--- src/isaPkg.sv ---
// Widths, control field encodings and enums of the 16-bit slice; every RTL file imports this.
package isaPkg;

   localparam int dataWidth   = 16;
   localparam int regIdxWidth = 3;

   // Operand B source.
   localparam logic [1:0] bSelReg  = 2'b00;
   localparam logic [1:0] bSelImm5 = 2'b01;
   localparam logic [1:0] bSelImm8 = 2'b10;

   // Destination register field.
   localparam logic [1:0] dstRd  = 2'b00;   // R-format Rd, bits 4:2.
   localparam logic [1:0] dstIRd = 2'b01;   // I-format Rd, bits 7:5.
   localparam logic [1:0] dstRs  = 2'b10;   // Rs, bits 10:8.
   localparam logic [1:0] dstR7  = 2'b11;

   // Write data source.
   localparam logic [1:0] srcAlu = 2'b10;
   localparam logic [1:0] srcImm = 2'b11;

   typedef enum logic [4:0] {
      HALT     = 5'b00000,
      NOP      = 5'b00001,
      J        = 5'b00100,
      JR       = 5'b00101,
      JAL      = 5'b00110,
      JALR     = 5'b00111,
      ADDI     = 5'b01000,
      SUBI     = 5'b01001,
      XORI     = 5'b01010,
      ANDNI    = 5'b01011,
      BEQZ     = 5'b01100,
      BNEZ     = 5'b01101,
      BLTZ     = 5'b01110,
      BGEZ     = 5'b01111,
      ST       = 5'b10000,
      LD       = 5'b10001,
      SLBI     = 5'b10010,
      STU      = 5'b10011,
      ROLI     = 5'b10100,
      SLLI     = 5'b10101,
      RORI     = 5'b10110,
      SRLI     = 5'b10111,
      LBI      = 5'b11000,
      BTR      = 5'b11001,
      ALUSHIFT = 5'b11010,
      ALUARITH = 5'b11011,
      SEQ      = 5'b11100,
      SLT      = 5'b11101,
      SLE      = 5'b11110,
      SCO      = 5'b11111
   } opcodeT;

   typedef enum logic [3:0] {
      aluRol      = 4'b0000,
      aluRegShift = 4'b0001,   // Shift kind comes from func.
      aluSll      = 4'b0010,
      aluRor      = 4'b0100,
      aluSrl      = 4'b0110,
      aluAdd      = 4'b1000,
      aluRegArith = 4'b1001,   // Arithmetic kind comes from func.
      aluSlbi     = 4'b1010,
      aluXor      = 4'b1100,
      aluAndn     = 4'b1110,
      aluPass     = 4'b1111
   } aluOpT;

endpackage
--- src/decodeExecute.sv ---
// Top of the decode and execute slice; instr in with a strobe, one-cycle write-back pulse out.
`timescale 1ns/1ps

module decodeExecute #(
   parameter int numRegs = 8
) (
   input  logic                           clk,
   input  logic                           reset,
   input  logic                           instrValid,
   input  logic [15:0]                    instr,
   output logic                           wbValid,
   output logic [isaPkg::regIdxWidth-1:0] wbReg,
   output logic [isaPkg::dataWidth-1:0]   wbData,
   output logic                           halted
);
   import isaPkg::*;

   opcodeT                 opcode;
   aluOpT                  aluOp;
   logic [1:0]             regSrc;
   logic [1:0]             bSel;
   logic [1:0]             regDst;
   logic                   regWrite;
   logic                   zeroExt;
   logic                   shift;
   logic                   subtract;
   logic                   invA;
   logic                   invB;
   logic                   slbi;
   logic                   btr;
   logic                   halt;
   logic [dataWidth-1:0]   opA;
   logic [dataWidth-1:0]   opB;
   logic [dataWidth-1:0]   rawB;
   logic [dataWidth-1:0]   immExt;
   logic [dataWidth-1:0]   aluResult;
   logic                   writeEn;
   logic [regIdxWidth-1:0] writeIdx;
   logic [dataWidth-1:0]   writeData;

   assign opcode = opcodeT'(instr[15:11]);

   control control_inst (
      .opcode   (opcode),
      .aluOp    (aluOp),
      .regSrc   (regSrc),
      .bSel     (bSel),
      .regDst   (regDst),
      .regWrite (regWrite),
      .zeroExt  (zeroExt),
      .shift    (shift),
      .subtract (subtract),
      .invA     (invA),
      .invB     (invB),
      .slbi     (slbi),
      .btr      (btr),
      .halt     (halt)
   );

   operandFetch #(
      .numRegs (numRegs)
   ) operandFetch_inst (
      .clk       (clk),
      .reset     (reset),
      .instr     (instr),
      .bSel      (bSel),
      .zeroExt   (zeroExt),
      .writeEn   (writeEn),
      .writeIdx  (writeIdx),
      .writeData (writeData),
      .opA       (opA),
      .opB       (opB),
      .rawB      (rawB),
      .immExt    (immExt)
   );

   alu alu_inst (
      .aluOp    (aluOp),
      .func     (instr[1:0]),
      .opA      (opA),
      .opB      (opB),
      .rawB     (rawB),
      .invA     (invA),
      .invB     (invB),
      .subtract (subtract),
      .shift    (shift),
      .slbi     (slbi),
      .btr      (btr),
      .result   (aluResult)
   );

   always_comb begin
      case (regDst)
         dstRd:  writeIdx = instr[4:2];
         dstIRd: writeIdx = instr[7:5];
         dstRs:  writeIdx = instr[10:8];
         dstR7:  writeIdx = {regIdxWidth{1'b1}};
      endcase
   end

   assign writeData = (regSrc == srcImm) ? immExt : aluResult;
   assign writeEn   = instrValid && !halted && regWrite;   // Strobes after HALT are dropped.

   always_ff @(posedge clk) begin
      if (reset) begin
         wbValid <= 1'b0;
         halted  <= 1'b0;
      end else begin
         wbValid <= writeEn;
         if (instrValid && halt) begin
            halted <= 1'b1;
         end
      end
   end

   always_ff @(posedge clk) begin
      if (writeEn) begin
         wbReg  <= writeIdx;
         wbData <= writeData;
      end
   end

endmodule

--- src/alu.sv ---
// ALU for the slice; add/sub, logic, barrel rotate and shift, SLBI, set-on-compare and BTR.
`timescale 1ns/1ps

module alu (
   input  isaPkg::aluOpT                aluOp,
   input  logic [1:0]                   func,
   input  logic [isaPkg::dataWidth-1:0] opA,
   input  logic [isaPkg::dataWidth-1:0] opB,
   input  logic [isaPkg::dataWidth-1:0] rawB,
   input  logic                         invA,
   input  logic                         invB,
   input  logic                         subtract,
   input  logic                         shift,
   input  logic                         slbi,
   input  logic                         btr,
   output logic [isaPkg::dataWidth-1:0] result
);
   import isaPkg::*;

   localparam int shAmtWidth = $clog2(dataWidth);

   aluOpT                  opSel;
   logic                   effInvA;
   logic                   effInvB;
   logic                   carryIn;
   logic [dataWidth-1:0]   bSrc;
   logic [dataWidth-1:0]   aIn;
   logic [dataWidth-1:0]   bIn;
   logic [dataWidth:0]     sum;
   logic [shAmtWidth-1:0]  shAmt;
   logic [2*dataWidth-1:0] rotLeft;
   logic [2*dataWidth-1:0] rotRight;
   logic [dataWidth-1:0]   reversed;
   logic                   overflow;
   logic                   less;
   logic                   cmpBit;

   // R-format ops take their kind from func.
   always_comb begin
      opSel   = aluOp;
      effInvA = invA;
      effInvB = invB;
      carryIn = subtract;
      if (aluOp == aluRegArith) begin
         case (func)
            2'b00: opSel = aluAdd;
            2'b01: begin
               opSel   = aluAdd;   // SUB is Rt - Rs.
               effInvA = 1'b1;
               carryIn = 1'b1;
            end
            2'b10: opSel = aluXor;
            default: begin
               opSel   = aluAndn;
               effInvB = 1'b1;
            end
         endcase
      end else if (aluOp == aluRegShift) begin
         case (func)
            2'b00:   opSel = aluRol;
            2'b01:   opSel = aluSll;
            2'b10:   opSel = aluRor;
            default: opSel = aluSrl;
         endcase
      end
   end

   assign bSrc = shift ? rawB : opB;   // Compares always use register B.
   assign aIn  = slbi    ? (opA << (dataWidth / 2)) :
                 effInvA ? ~opA : opA;
   assign bIn  = effInvB ? ~bSrc : bSrc;
   assign sum  = {1'b0, aIn} + {1'b0, bIn} + carryIn;

   assign shAmt    = opB[shAmtWidth-1:0];
   assign rotLeft  = {opA, opA} << shAmt;
   assign rotRight = {opA, opA} >> shAmt;

   always_comb begin
      for (int i = 0; i < dataWidth; i++) begin
         reversed[i] = opA[dataWidth-1-i];
      end
   end

   // Signed flags of the compare adder.
   assign overflow = (aIn[dataWidth-1] == bIn[dataWidth-1]) &&
                     (sum[dataWidth-1] != aIn[dataWidth-1]);
   assign less     = sum[dataWidth-1] ^ overflow;
   assign cmpBit   = (aluOp == aluXor) ? (opA == rawB) :   // SEQ.
                     !subtract         ? sum[dataWidth] :  // SCO.
                     invA              ? ~less : less;

   always_comb begin
      if (btr) begin
         result = reversed;
      end else if (shift) begin
         result = {{(dataWidth-1){1'b0}}, cmpBit};
      end else begin
         case (opSel)
            aluRol:  result = rotLeft[2*dataWidth-1:dataWidth];
            aluSll:  result = opA << shAmt;
            aluRor:  result = rotRight[dataWidth-1:0];
            aluSrl:  result = opA >> shAmt;
            aluSlbi: result = aIn | bIn;
            aluXor:  result = aIn ^ bIn;
            aluAndn: result = aIn & bIn;
            aluPass: result = bIn;
            default: result = sum[dataWidth-1:0];
         endcase
      end
   end

endmodule

--- src/operandFetch.sv ---
// Register file with two asynchronous read ports and one write port, plus immediate extension.
`timescale 1ns/1ps

module operandFetch #(
   parameter int numRegs = 8
) (
   input  logic                           clk,
   input  logic                           reset,
   input  logic [15:0]                    instr,
   input  logic [1:0]                     bSel,
   input  logic                           zeroExt,
   input  logic                           writeEn,
   input  logic [isaPkg::regIdxWidth-1:0] writeIdx,
   input  logic [isaPkg::dataWidth-1:0]   writeData,
   output logic [isaPkg::dataWidth-1:0]   opA,
   output logic [isaPkg::dataWidth-1:0]   opB,
   output logic [isaPkg::dataWidth-1:0]   rawB,
   output logic [isaPkg::dataWidth-1:0]   immExt
);
   import isaPkg::*;

   logic [dataWidth-1:0]   regs [numRegs];
   logic [regIdxWidth-1:0] rsIdx;
   logic [regIdxWidth-1:0] rtIdx;
   logic [4:0]             imm5;
   logic [7:0]             imm8;
   logic [dataWidth-1:0]   imm5Ext;

   assign rsIdx = instr[10:8];
   assign rtIdx = instr[7:5];
   assign imm5  = instr[4:0];
   assign imm8  = instr[7:0];

   always_ff @(posedge clk) begin
      if (reset) begin
         for (int i = 0; i < numRegs; i++) begin
            regs[i] <= '0;
         end
      end else if (writeEn && (writeIdx < numRegs)) begin
         regs[writeIdx] <= writeData;
      end
   end

   // Indices past the end of a small register file read as zero.
   assign opA  = (rsIdx < numRegs) ? regs[rsIdx] : '0;
   assign rawB = (rtIdx < numRegs) ? regs[rtIdx] : '0;

   assign imm5Ext = zeroExt ? {{(dataWidth-5){1'b0}}, imm5} :
                              {{(dataWidth-5){imm5[4]}}, imm5};
   assign immExt  = zeroExt ? {{(dataWidth-8){1'b0}}, imm8} :
                              {{(dataWidth-8){imm8[7]}}, imm8};

   always_comb begin
      case (bSel)
         bSelImm5: opB = imm5Ext;
         bSelImm8: opB = immExt;
         default:  opB = rawB;
      endcase
   end

endmodule

--- src/control.sv ---
// Opcode decoder; maps instr[15:11] onto the ALU, operand and write-back controls.
`timescale 1ns/1ps

module control (
   input  isaPkg::opcodeT opcode,
   output isaPkg::aluOpT  aluOp,
   output logic [1:0]     regSrc,
   output logic [1:0]     bSel,
   output logic [1:0]     regDst,
   output logic           regWrite,
   output logic           zeroExt,
   output logic           shift,
   output logic           subtract,
   output logic           invA,
   output logic           invB,
   output logic           slbi,
   output logic           btr,
   output logic           halt
);
   import isaPkg::*;

   always_comb begin
      aluOp    = aluAdd;
      regSrc   = srcAlu;
      bSel     = bSelReg;
      regDst   = dstRd;
      regWrite = 1'b0;
      zeroExt  = 1'b0;
      shift    = 1'b0;
      subtract = 1'b0;
      invA     = 1'b0;
      invB     = 1'b0;
      slbi     = 1'b0;
      btr      = 1'b0;
      halt     = 1'b0;
      case (opcode)
         HALT: halt = 1'b1;
         ADDI, SUBI, XORI, ANDNI, ROLI, SLLI, RORI, SRLI: begin
            bSel     = bSelImm5;
            regDst   = dstIRd;
            regWrite = 1'b1;
            zeroExt  = (opcode == XORI) || (opcode == ANDNI);
            invA     = (opcode == SUBI);   // SUBI is imm - Rs.
            subtract = (opcode == SUBI);
            invB     = (opcode == ANDNI);
            case (opcode)
               XORI:    aluOp = aluXor;
               ANDNI:   aluOp = aluAndn;
               ROLI:    aluOp = aluRol;
               SLLI:    aluOp = aluSll;
               RORI:    aluOp = aluRor;
               SRLI:    aluOp = aluSrl;
               default: aluOp = aluAdd;
            endcase
         end
         SLBI, LBI: begin
            bSel     = bSelImm8;
            regDst   = dstRs;
            regWrite = 1'b1;
            if (opcode == SLBI) begin
               aluOp   = aluSlbi;
               zeroExt = 1'b1;
               slbi    = 1'b1;
            end else begin
               aluOp  = aluPass;
               regSrc = srcImm;   // Sign-extended imm8 straight to Rs.
            end
         end
         BTR, ALUSHIFT, ALUARITH: begin
            regWrite = 1'b1;
            case (opcode)
               ALUSHIFT: aluOp = aluRegShift;
               ALUARITH: aluOp = aluRegArith;
               default: begin
                  aluOp = aluPass;
                  btr   = 1'b1;
               end
            endcase
         end
         SEQ, SLT, SLE, SCO: begin
            regWrite = 1'b1;
            shift    = 1'b1;   // Set-on-compare result.
            aluOp    = (opcode == SEQ) ? aluXor : aluAdd;
            subtract = (opcode == SLT) || (opcode == SLE);
            invB     = (opcode == SLT);   // Rs - Rt.
            invA     = (opcode == SLE);   // Rt - Rs.
         end
         default: ;   // Memory, branch, jump and NOP retire with no write.
      endcase
   end

endmodule

--- config.mk ---
export PLATFORM = sky130hd
export DESIGN_NAME = decodeExecute
export DESIGN_NICKNAME = d
export VERILOG_FILES = /design/src/isaPkg.sv /design/src/decodeExecute.sv /design/src/alu.sv /design/src/operandFetch.sv /design/src/control.sv
export SDC_FILE = /design/constraint.sdc
export NUM_CORES = 1
export LEC_CHECK = 0
export BUFFER_PORTS_ARGS = -buffer_cell sky130_fd_sc_hd__buf_2
export CAP_MARGIN = 20
export CORE_ASPECT_RATIO = 0.75
export CORE_UTILIZATION = 40
export DETAILED_ROUTE_END_ITERATION = 8
export GPL_TIMING_DRIVEN = 0
export HOLD_SLACK_MARGIN = 0.03
export PLACE_DENSITY = 0.62
export SLEW_MARGIN = 5
export SYNTH_ARGS = -nofsm -noshare
export SYNTH_HDL_FRONTEND = slang
export SYNTH_SLANG_ARGS = --single-unit
export TNS_END_PERCENT = 1
--- constraint.sdc ---
create_clock -name clk -period 6.4 [get_ports clk]
set_input_delay 0.96 -clock clk [delete_from_list [all_inputs] [get_ports clk]]
set_output_delay 0.96 -clock clk [all_outputs]
set_load 0.05 [all_outputs]
After elaboration in Yosys (flattened, before gate mapping)
Memory sizes are Yosys's and may differ from the RTL's.
Cells that the tools add are included.
{"block": "op_classes", "addsub": 2, "eq_ne": 36, "shifts": 4, "mux": 52, "n_bitwise": 7, "n_reduce_logical": 20}
{"operator": "$mux 16", "n": 10}
{"operator": "$pmux 16 s8", "n": 1}
{"operator": "$eq 5x5->1 const B", "n": 13}
{"operator": "$not 16->16", "n": 2}
{"operator": "$pmux 16 s2", "n": 1}
{"operator": "$shl 32x4->32", "n": 1}
{"operator": "$shr 32x4->16", "n": 1}
{"operator": "$eq 4x4->1 const B", "n": 6}
{"operator": "$pmux 4 s6", "n": 1}
{"operator": "$mux 1", "n": 23}
{"operator": "$eq 5x4->1 const B", "n": 4}
{"operator": "$add 16x16->17", "n": 1}
{"operator": "$add 17x1->17", "n": 1}
{"operator": "$reduce_or 17->1", "n": 1}
{"operator": "$and 16x16->16", "n": 1}
{"operator": "$eq 16x16->1", "n": 1}
{"operator": "$or 16x16->16", "n": 1}
{"operator": "$pmux 4 s4", "n": 1}
{"operator": "$reduce_or 16->1", "n": 1}
{"operator": "$shl 16x4->16", "n": 1}
{"operator": "$shr 16x4->16", "n": 1}
{"operator": "$xor 16x16->16", "n": 1}
{"operator": "$pmux 3 s4", "n": 1}
{"operator": "$mux 3", "n": 3}
{"operator": "26 further kinds", "n": 43}
{"block": "word_totals", "register_bits": 21, "ram_bits": 128, "in_bits": 19, "word_cells": 126, "n_memories": 1}
{"name": "operandFetch_inst.regs", "words": 8, "word_bits": 16, "read_ports": 2, "rd_ports_with_merged_regs": 0, "write_ports": 8, "line_no": "operandFetch.sv:22", "rtl": "logic [dataWidth-1:0] regs [numRegs];"}

Longest topological paths before layout
Gate-level depths: netlist of run 1.
{"block": "logic_depth", "depth_word": 21, "depth_mapped": 28, "depth_no_buf": 21}

Modules after synthesis
Synthesis of run 1 repeated with hierarchy kept, for this count alone.
{"block": "unflattened", "cells_unflattened": 1287, "hier_area_um2": 13630.6}
{"module": "operandFetch", "n_inst": 1, "cells_each": 509, "area_per_inst_um2": 7469.7, "seq_area_each_um2": 3843.7}
{"module": "alu", "n_inst": 1, "cells_each": 673, "area_per_inst_um2": 4911.0, "seq_area_each_um2": 0.0}
{"module": "decodeExecute", "n_inst": 1, "cells_each": 51, "area_per_inst_um2": 933.4, "seq_area_each_um2": 610.6}
{"module": "control", "n_inst": 1, "cells_each": 54, "area_per_inst_um2": 316.6, "seq_area_each_um2": 0.0}

Worst setup path after synthesis of run 1
Ideal clock, no wire load.
{"block": "synth_timing", "path_kind": "input-to-reg", "from": "input instr[13]", "to": "memory operandFetch_inst.regs[0][14], data pin", "setup_ns": 0.279, "arrival_time_ns": 6.164, "required_ns": 6.121, "path_slack_ns": -0.043, "cell_stages": 26, "n_path_buf": 7, "path_cell_list": "buf_2 -> buf_2 -> buf_1 -> nor2_1 -> nand3_1 -> clkbuf_1 -> clkbuf_1 -> nand2_1 -> ha_1 -> buf_2 -> buf_1 -> nand2_1 -> mux2i_1 -> xnor2_1 -> fa_1 -> inv_1 -> fa_1 -> a211oi_1 -> o21a_1 -> o21ai_0 -> a21oi_1 -> o21ai_0 -> xnor2_1 -> nand2_1 -> a21oi_1 -> nor3_1"}
{"element": "start, declared", "line_no": "decodeExecute.sv:10", "rtl": "input logic [15:0] instr,"}
{"element": "end, declared", "line_no": "operandFetch.sv:22"}

==> flow_summary_export.csv, run 1 <==
group,metric,value,unit
yosys,synth_most_common_cell,"nor2_1",
pwr,ir_drop,0.179,mV
sta,skew,0.0135,ns
floorplan,die_area,35200,um^2
drt,postRouteAntennaNets,0,
clock_network,hold_buffers,0,
drt,wl_met1,25.1,mm
sta,setup_tns,0,ns
sta,min_period,6.20,ns
global_route,grt_max_degree,20,
sta,final_hold_viol_count,0,
setup_path,slowest_delay,0.50,ns
setup_path,crit_fanout,11,
run,drv_cap,0,
clock_network,htreeDepth,4,
drt,drc_errors,0,
place,io_buffers,32,
layout,layout.area.seq,4450,um^2
yosys,synth_top_cell_by_area,"edfxtp_1",
sta,timing.slew.headroom,0.202,
sta,fmax,0.161,GHz
setup_path,crit_top_cell,"clkbuf_4",
clock_network,clock-root-buffer,"clkbuf_16",
yosys,ys_seq_area_frac,0.323,
yosys,ys_types,94,
yosys,synth_edf_count,147,
global_route,antenna_found_initial,0,
drt,routed-wl-met2,23.5,mm
yosys,ys_top_cells_by_area,"edfxtp_1, mux4_2, mux2i_1",
layout,drive_gt1_frac,0.195,
drt,wl_met3,8.87,mm
yosys,postSynthAreaPerCell,9.57,um^2
pwr,power_density,258,nW/um^2
clock_network,cts_sinks,149,
yosys,async_flop_share,0,
setup_path,critPathLaunchType,"primary input",
layout,final_area,15500,um^2
drt,dr.pass1.iters,8,
place,dp_slack,-2.15,ns
clock_network,clock_latency,0.46,ns
sta,tightest_slew,1.19,ns
drt,vias,13331,
global_route,grt_pass1_wl,84.9,mm
drt,routed_via_density,6.78,
floorplan,dieHeight,163,um
yosys,synth_top_area_share,0.320,
setup_path,crit_required,6.57,ns
sta,period_share,0.969,
setup_path,critPathArrivalTime,6.37,ns
drt,highest_layer,"met4",
layout,nets,1561,
sta,hold-worst-slack,0.558,ns
setup_path,path_class,"primary input to flop",
yosys,syn-num-nets,1498,
sta,rsz0062_at_grt,"yes",
yosys,synthTopCellsByCount,"nor2_1, edfxtp_1, mux2i_1",
layout,multi_input_area,8860,um^2
sta,fin_ws,0.198,ns
floorplan,die-width,216,um
worst_hold_path,hold_path_class,"flop to flop",
setup_path,slowest_stage,"fa_1",
drt,drt-wirelength-per-cell,30.3,um
layout,area_growth,12.7,%
layout,nFillCells,3246,
clock_network,clkTransAtPathRegs,0.07,ns
place,globalplace.congestion,1.10,
floorplan,ios,40,
global_route,grt_pass1_vias,12292,
yosys,synth_warnings,0,
layout,diodes,0,
global_route,grt_overflow,0,
floorplan,row_count,58,
clock_network,cts_tree,"done",
clock_network,clk_path_buf_depth,2,
yosys,synth-seq-cells,149,
yosys,syn_area,13800,um^2
sta,final_max_slew_viol_count,0,
setup_path,endpoint_kind,"flop",
yosys,syn_inst,1440,
clock_network,numCtsBuffers,17,
sta,setup_viol,0,
outcome,status,"finished clean",
drt,postRouteWirelength,59.7,mm
place,dp_hpwl,45.1,mm
yosys,ys.flop_type,"edfxtp_1",
floorplan,start_util,0.408,
floorplan,coreArea,33700,um^2
layout,final_util,0.460,
place,placed_cell_area,14600,um^2
global_route,grt_use_total,0.336,
pwr,power.leakage,5.84,nW
drt,first_iter_violations,2153,
==> sequential cells by signal (all words and copies together) (netlist names) <==
signal	count
wbData	16
halted	1
operandFetch_inst.regs	128
wbValid	1
wbReg	3
==> cells by family after synthesis <==
group	synth area share
simple gates	0.183
compound gates	0.179
mux	0.194
buf+inv	0.0529
flops	0.323
xor+xnor	0.0311
fa+ha+maj	0.0365
==> report_power, final <==
group,switching (W),internal (W)
Sequential,0.0000244,0.00114
Combinational,0.00123,0.000576
Clock,0.000434,0.000611
==> final timing paths <==
path                                 from                            end  slack [ns]  cells past startpoint
max                             instr[13]  operandFetch_inst.regs[7][10]        0.20                     25
min                                halted                         halted        0.56                      2
max reg2reg  operandFetch_inst.regs[2][0]  operandFetch_inst.regs[7][10]        1.46                     19
min reg2reg                        halted                         halted        0.56                      2
==> placed cells by master (no fill, tap or decap), types with 21 or more instances in the layout <==
cell,count
edfxtp_1,147
inv_1,53
nand2_1,102
ha_1,37
a21oi_1,55
o21ai_0,55
mux2_2,34
mux2i_1,110
nor4_1,41
nor2_1,149
nand3_1,29
o22ai_1,21
mux4_2,52
nor3_1,67
buf_2,64
xnor2_1,34
clkbuf_1,38
==> final cells by class <==
| class | instances | share of cell area |
|---|---|---|
| timing repair buffer | 46 | 0.0206 |
| clock buffer | 19 | 0.0279 |
| clock inverter | 13 | 0.0101 |
| multi-input combinational | 1133 | 0.570 |
| inverter | 55 | 0.0135 |
| sequential | 149 | 0.287 |
| buffer | 101 | 0.0346 |
| tap | 450 | 0.0362 |
==> critical path: cells and delay by family <==
kind / cells / cell delay, ns
AOI/OAI and AO/OA: 7 / 1.40
xor gates and xnor gates: 2 / 0.45
adders and majority gates: 3 / 1.05
buffers and inverters: 7 / 1.35
muxes: 1 / 0.32
and+or+nand+nor: 5 / 0.82
==> repair_timing <==
item                       4_1_cts  5_1_grt
gates cloned                     0        2
gates resized for setup         34       33
buffers inserted                 2        3
setup endpoints to repair      144      126
pin swaps                        5        6
==> metrics by stage <==
stage	power, W	cells
3_5_place_dp	0.00282	1926
3_3_place_gp	0.00282	1922
6_report	0.00401	1966
5_1_grt	0.00411	1966
2_1_floorplan	0.00228	1440
4_1_cts	0.00389	1958
==> layer usage <==
| layer | GRT usage | vias up |
|---|---|---|
| met5 | 0 | - |
| met4 | 0.114 | 0 |
| met3 | 0.109 | 152 |
| met2 | 0.462 | 1048 |
| met1 | 0.489 | 6501 |
| li1 | - | 5630 |
(Power assumes the default switching activity.)
==> run 2: changes to the inputs <==
--- a/config.mk
+++ b/config.mk
@@ -12,7 +12,7 @@
 export DETAILED_ROUTE_END_ITERATION = 8
 export GPL_TIMING_DRIVEN = 0
 export HOLD_SLACK_MARGIN = 0.03
-export PLACE_DENSITY = 0.62
+export PLACE_DENSITY = 0.58
 export SLEW_MARGIN = 5
 export SYNTH_ARGS = -nofsm -noshare
 export SYNTH_HDL_FRONTEND = slang
==> run 2 against run 1 <==
  * The flow now finishes with violations (setup timing)
  * Wire length is 2.7% higher
  * Sequential power hardly changed
  * Global-route usage is 1.0 points higher
  * First-iteration DRC count is 5.6% lower
  * Critical endpoint is now operandFetch_inst.regs[3][8]
  * Largest cell class unchanged
  * Largest power group unchanged
==> flow_summary_export.csv, run 2 (same netlist as run 1, synthesis figures left out) <==
group,metric,value,unit
outcome,status,"finished, violations left",
outcome,violations,"setup timing",
layout,final_cell_mix,"nor2_1, edfxtp_1, mux2i_1",
drt,postRouteAntennaNets,0,
sta,hold-worst-slack,0.595,ns
setup_path,r2r_cells,19,
setup_path,crit_required,6.68,ns
drt,drc_errors,0,
layout,area_growth,13.2,%
drt,first_iter_violations,2032,
sta,final_hold_viol_count,0,
clock_network,numCtsBuffers,17,
clock_network,clkTransAtPathRegs,0.07,ns
layout,drive_gt1_frac,0.195,
setup_path,slowest_stage,"o21ai_0",
floorplan,die-width,216,um
floorplan,ios,40,
clock_network,clock_latency,0.45,ns
place,dp_hpwl,46.7,mm
sta,timing.slew.headroom,0.229,
layout,largest-register,"operandFetch_inst.regs",
floorplan,coreArea,33700,um^2
clock_network,cts_sinks,149,
clock_network,clock-root-buffer,"clkbuf_16",
layout,largest_reg_flops,128,
clock_network,clk_path_buf_depth,2,
pwr,power.leakage,5.89,nW
setup_path,critPathArrivalTime,6.73,ns
place,globalplace.congestion,1.05,
setup_path,crit_fanout,11,
setup_path,endpoint_kind,"flop",
drt,routed_via_density,6.73,
sta,final_max_slew_viol_count,0,
setup_path,path_class,"primary input to flop",
place,placed_cells_incl_taps,1932,
run,drv_cap,0,
layout,nFillCells,3253,
layout,multi_input_area,8820,um^2
floorplan,row_count,58,
global_route,antenna_found_initial,1,
setup_path,critPathLaunchType,"primary input",
place,io_buffers,32,
drt,drt-wirelength-per-cell,31.1,um
drt,postRouteWirelength,61.3,mm
worst_hold_path,min_path_cells,2,
layout,reg.largest.list,"operandFetch_inst.regs: 128 flops, wbData: 16 flops, wbReg: 3 flops",
layout,final_cells,1973,
layout,final_common_cell,"nor2_1",
sta,fin_ws,-0.0485,ns
global_route,grt_max_degree,20,
floorplan,start_util,0.408,
global_route,grt_overflow,0,
sta,setup_tns,-0.254,ns
setup_path,crit_chain,"buf_2 > buf_2 > clkbuf_4 > nor2_2 > nand3_4 > buf_4 > nand2_1 > inv_1 > ha_1 > clkbuf_2 > or2_2 > o32ai_1 > o311ai_0 > nand2_1 > clkbuf_1 > nor2_1 > a21oi_1 > o21ai_0 > a211oi_2 > buf_6 > nor3_1",
setup_path,slowest_delay,0.91,ns
sta,tightest_slew,1.14,ns
floorplan,dieHeight,163,um
layout,layout.area.seq,4450,um^2
layout,diodes,0,
sta,fmax,0.155,GHz
pwr,ir_drop,0.180,mV
global_route,grt_use_total,0.346,
layout,nets,1568,
floorplan,die_area,35200,um^2
clock_network,cts_tree,"done",
worst_hold_path,hold_path_class,"flop to flop",
drt,vias,13288,
sta,min_period,6.45,ns
sta,period_share,1.01,
global_route,grt_pass1_vias,12152,
drt,dr.pass1.iters,7,
clock_network,htreeDepth,4,
sta,skew,0.0128,ns
sta,setup_viol,8,
pwr,total_power,0.00403,W
global_route,grt_pass1_wl,86.5,mm
pwr,power_density,258,nW/um^2
## run 2: per-layer routing
metal  part of all wire  wire, um  vias to the layer above  GRT usage
met4              0.029      1760                        2     0.0931
met5            0.00021        13                        -          0
met2               0.40     24300                      921      0.471
met3               0.14      8550                      108      0.131
li1                   -         -                     5664          -
met1               0.43     26700                     6593      0.506
## run 2: worst paths after layout
path                                        to                     startpoint  slack, ns
setup / recovery  operandFetch_inst.regs[3][8]                      instr[13]      -0.05
hold / removal                          halted                         halted       0.60
hold reg to reg                         halted                         halted       0.60
setup reg to reg  operandFetch_inst.regs[3][0]  operandFetch_inst.regs[7][13]       1.51
## run 2: power by group
part,total [W],internal (W),switching [W]
Sequential,0.00116,0.00114,0.0000239
Combinational,0.00182,0.000589,0.00123
Clock,0.00104,0.000613,0.000430
## run 2: stage by stage
step | instance area [um^2] | setup slack, ns | util
5_1_grt | 15600 | -0.0122 | 0.462
3_5_place_dp | 14700 | -2.20 | 0.435
6_report | 15600 | -0.0485 | 0.462
4_1_cts | 15400 | 0.0123 | 0.456
3_3_place_gp | 14500 | -2.18 | 0.430
2_1_floorplan | 13800 | -0.00170 | -
## run 2: area by class of cell
cell class                      count  share of cell area
Clock buffer                       20              0.0280
Sequential cell                   149               0.285
Multi-Input combinational cell   1133               0.565
Timing Repair Buffer               51              0.0274
Buffer                            103              0.0346
Tap cell                          450              0.0361
Inverter                           55              0.0134
Clock inverter                     12             0.00986
## run 2: worst max-delay path, delay by kind of cell
family                   cells  cell delay [ns]
AO/OA/AOI/OAI                5             2.07
AND/OR/NAND/NOR              7             1.40
adder cells (fa/ha/maj)      1             0.24
buffers and inverters        8             2.00
## run 2: what timing repair did
item                                    4_1_cts  5_1_grt
endpoints found under the setup margin      144      118
cloned                                        0        2
resized for setup                            32       28
buffers inserted                              2        3
pin swaps                                     2        7
hold buffers                                  0        0
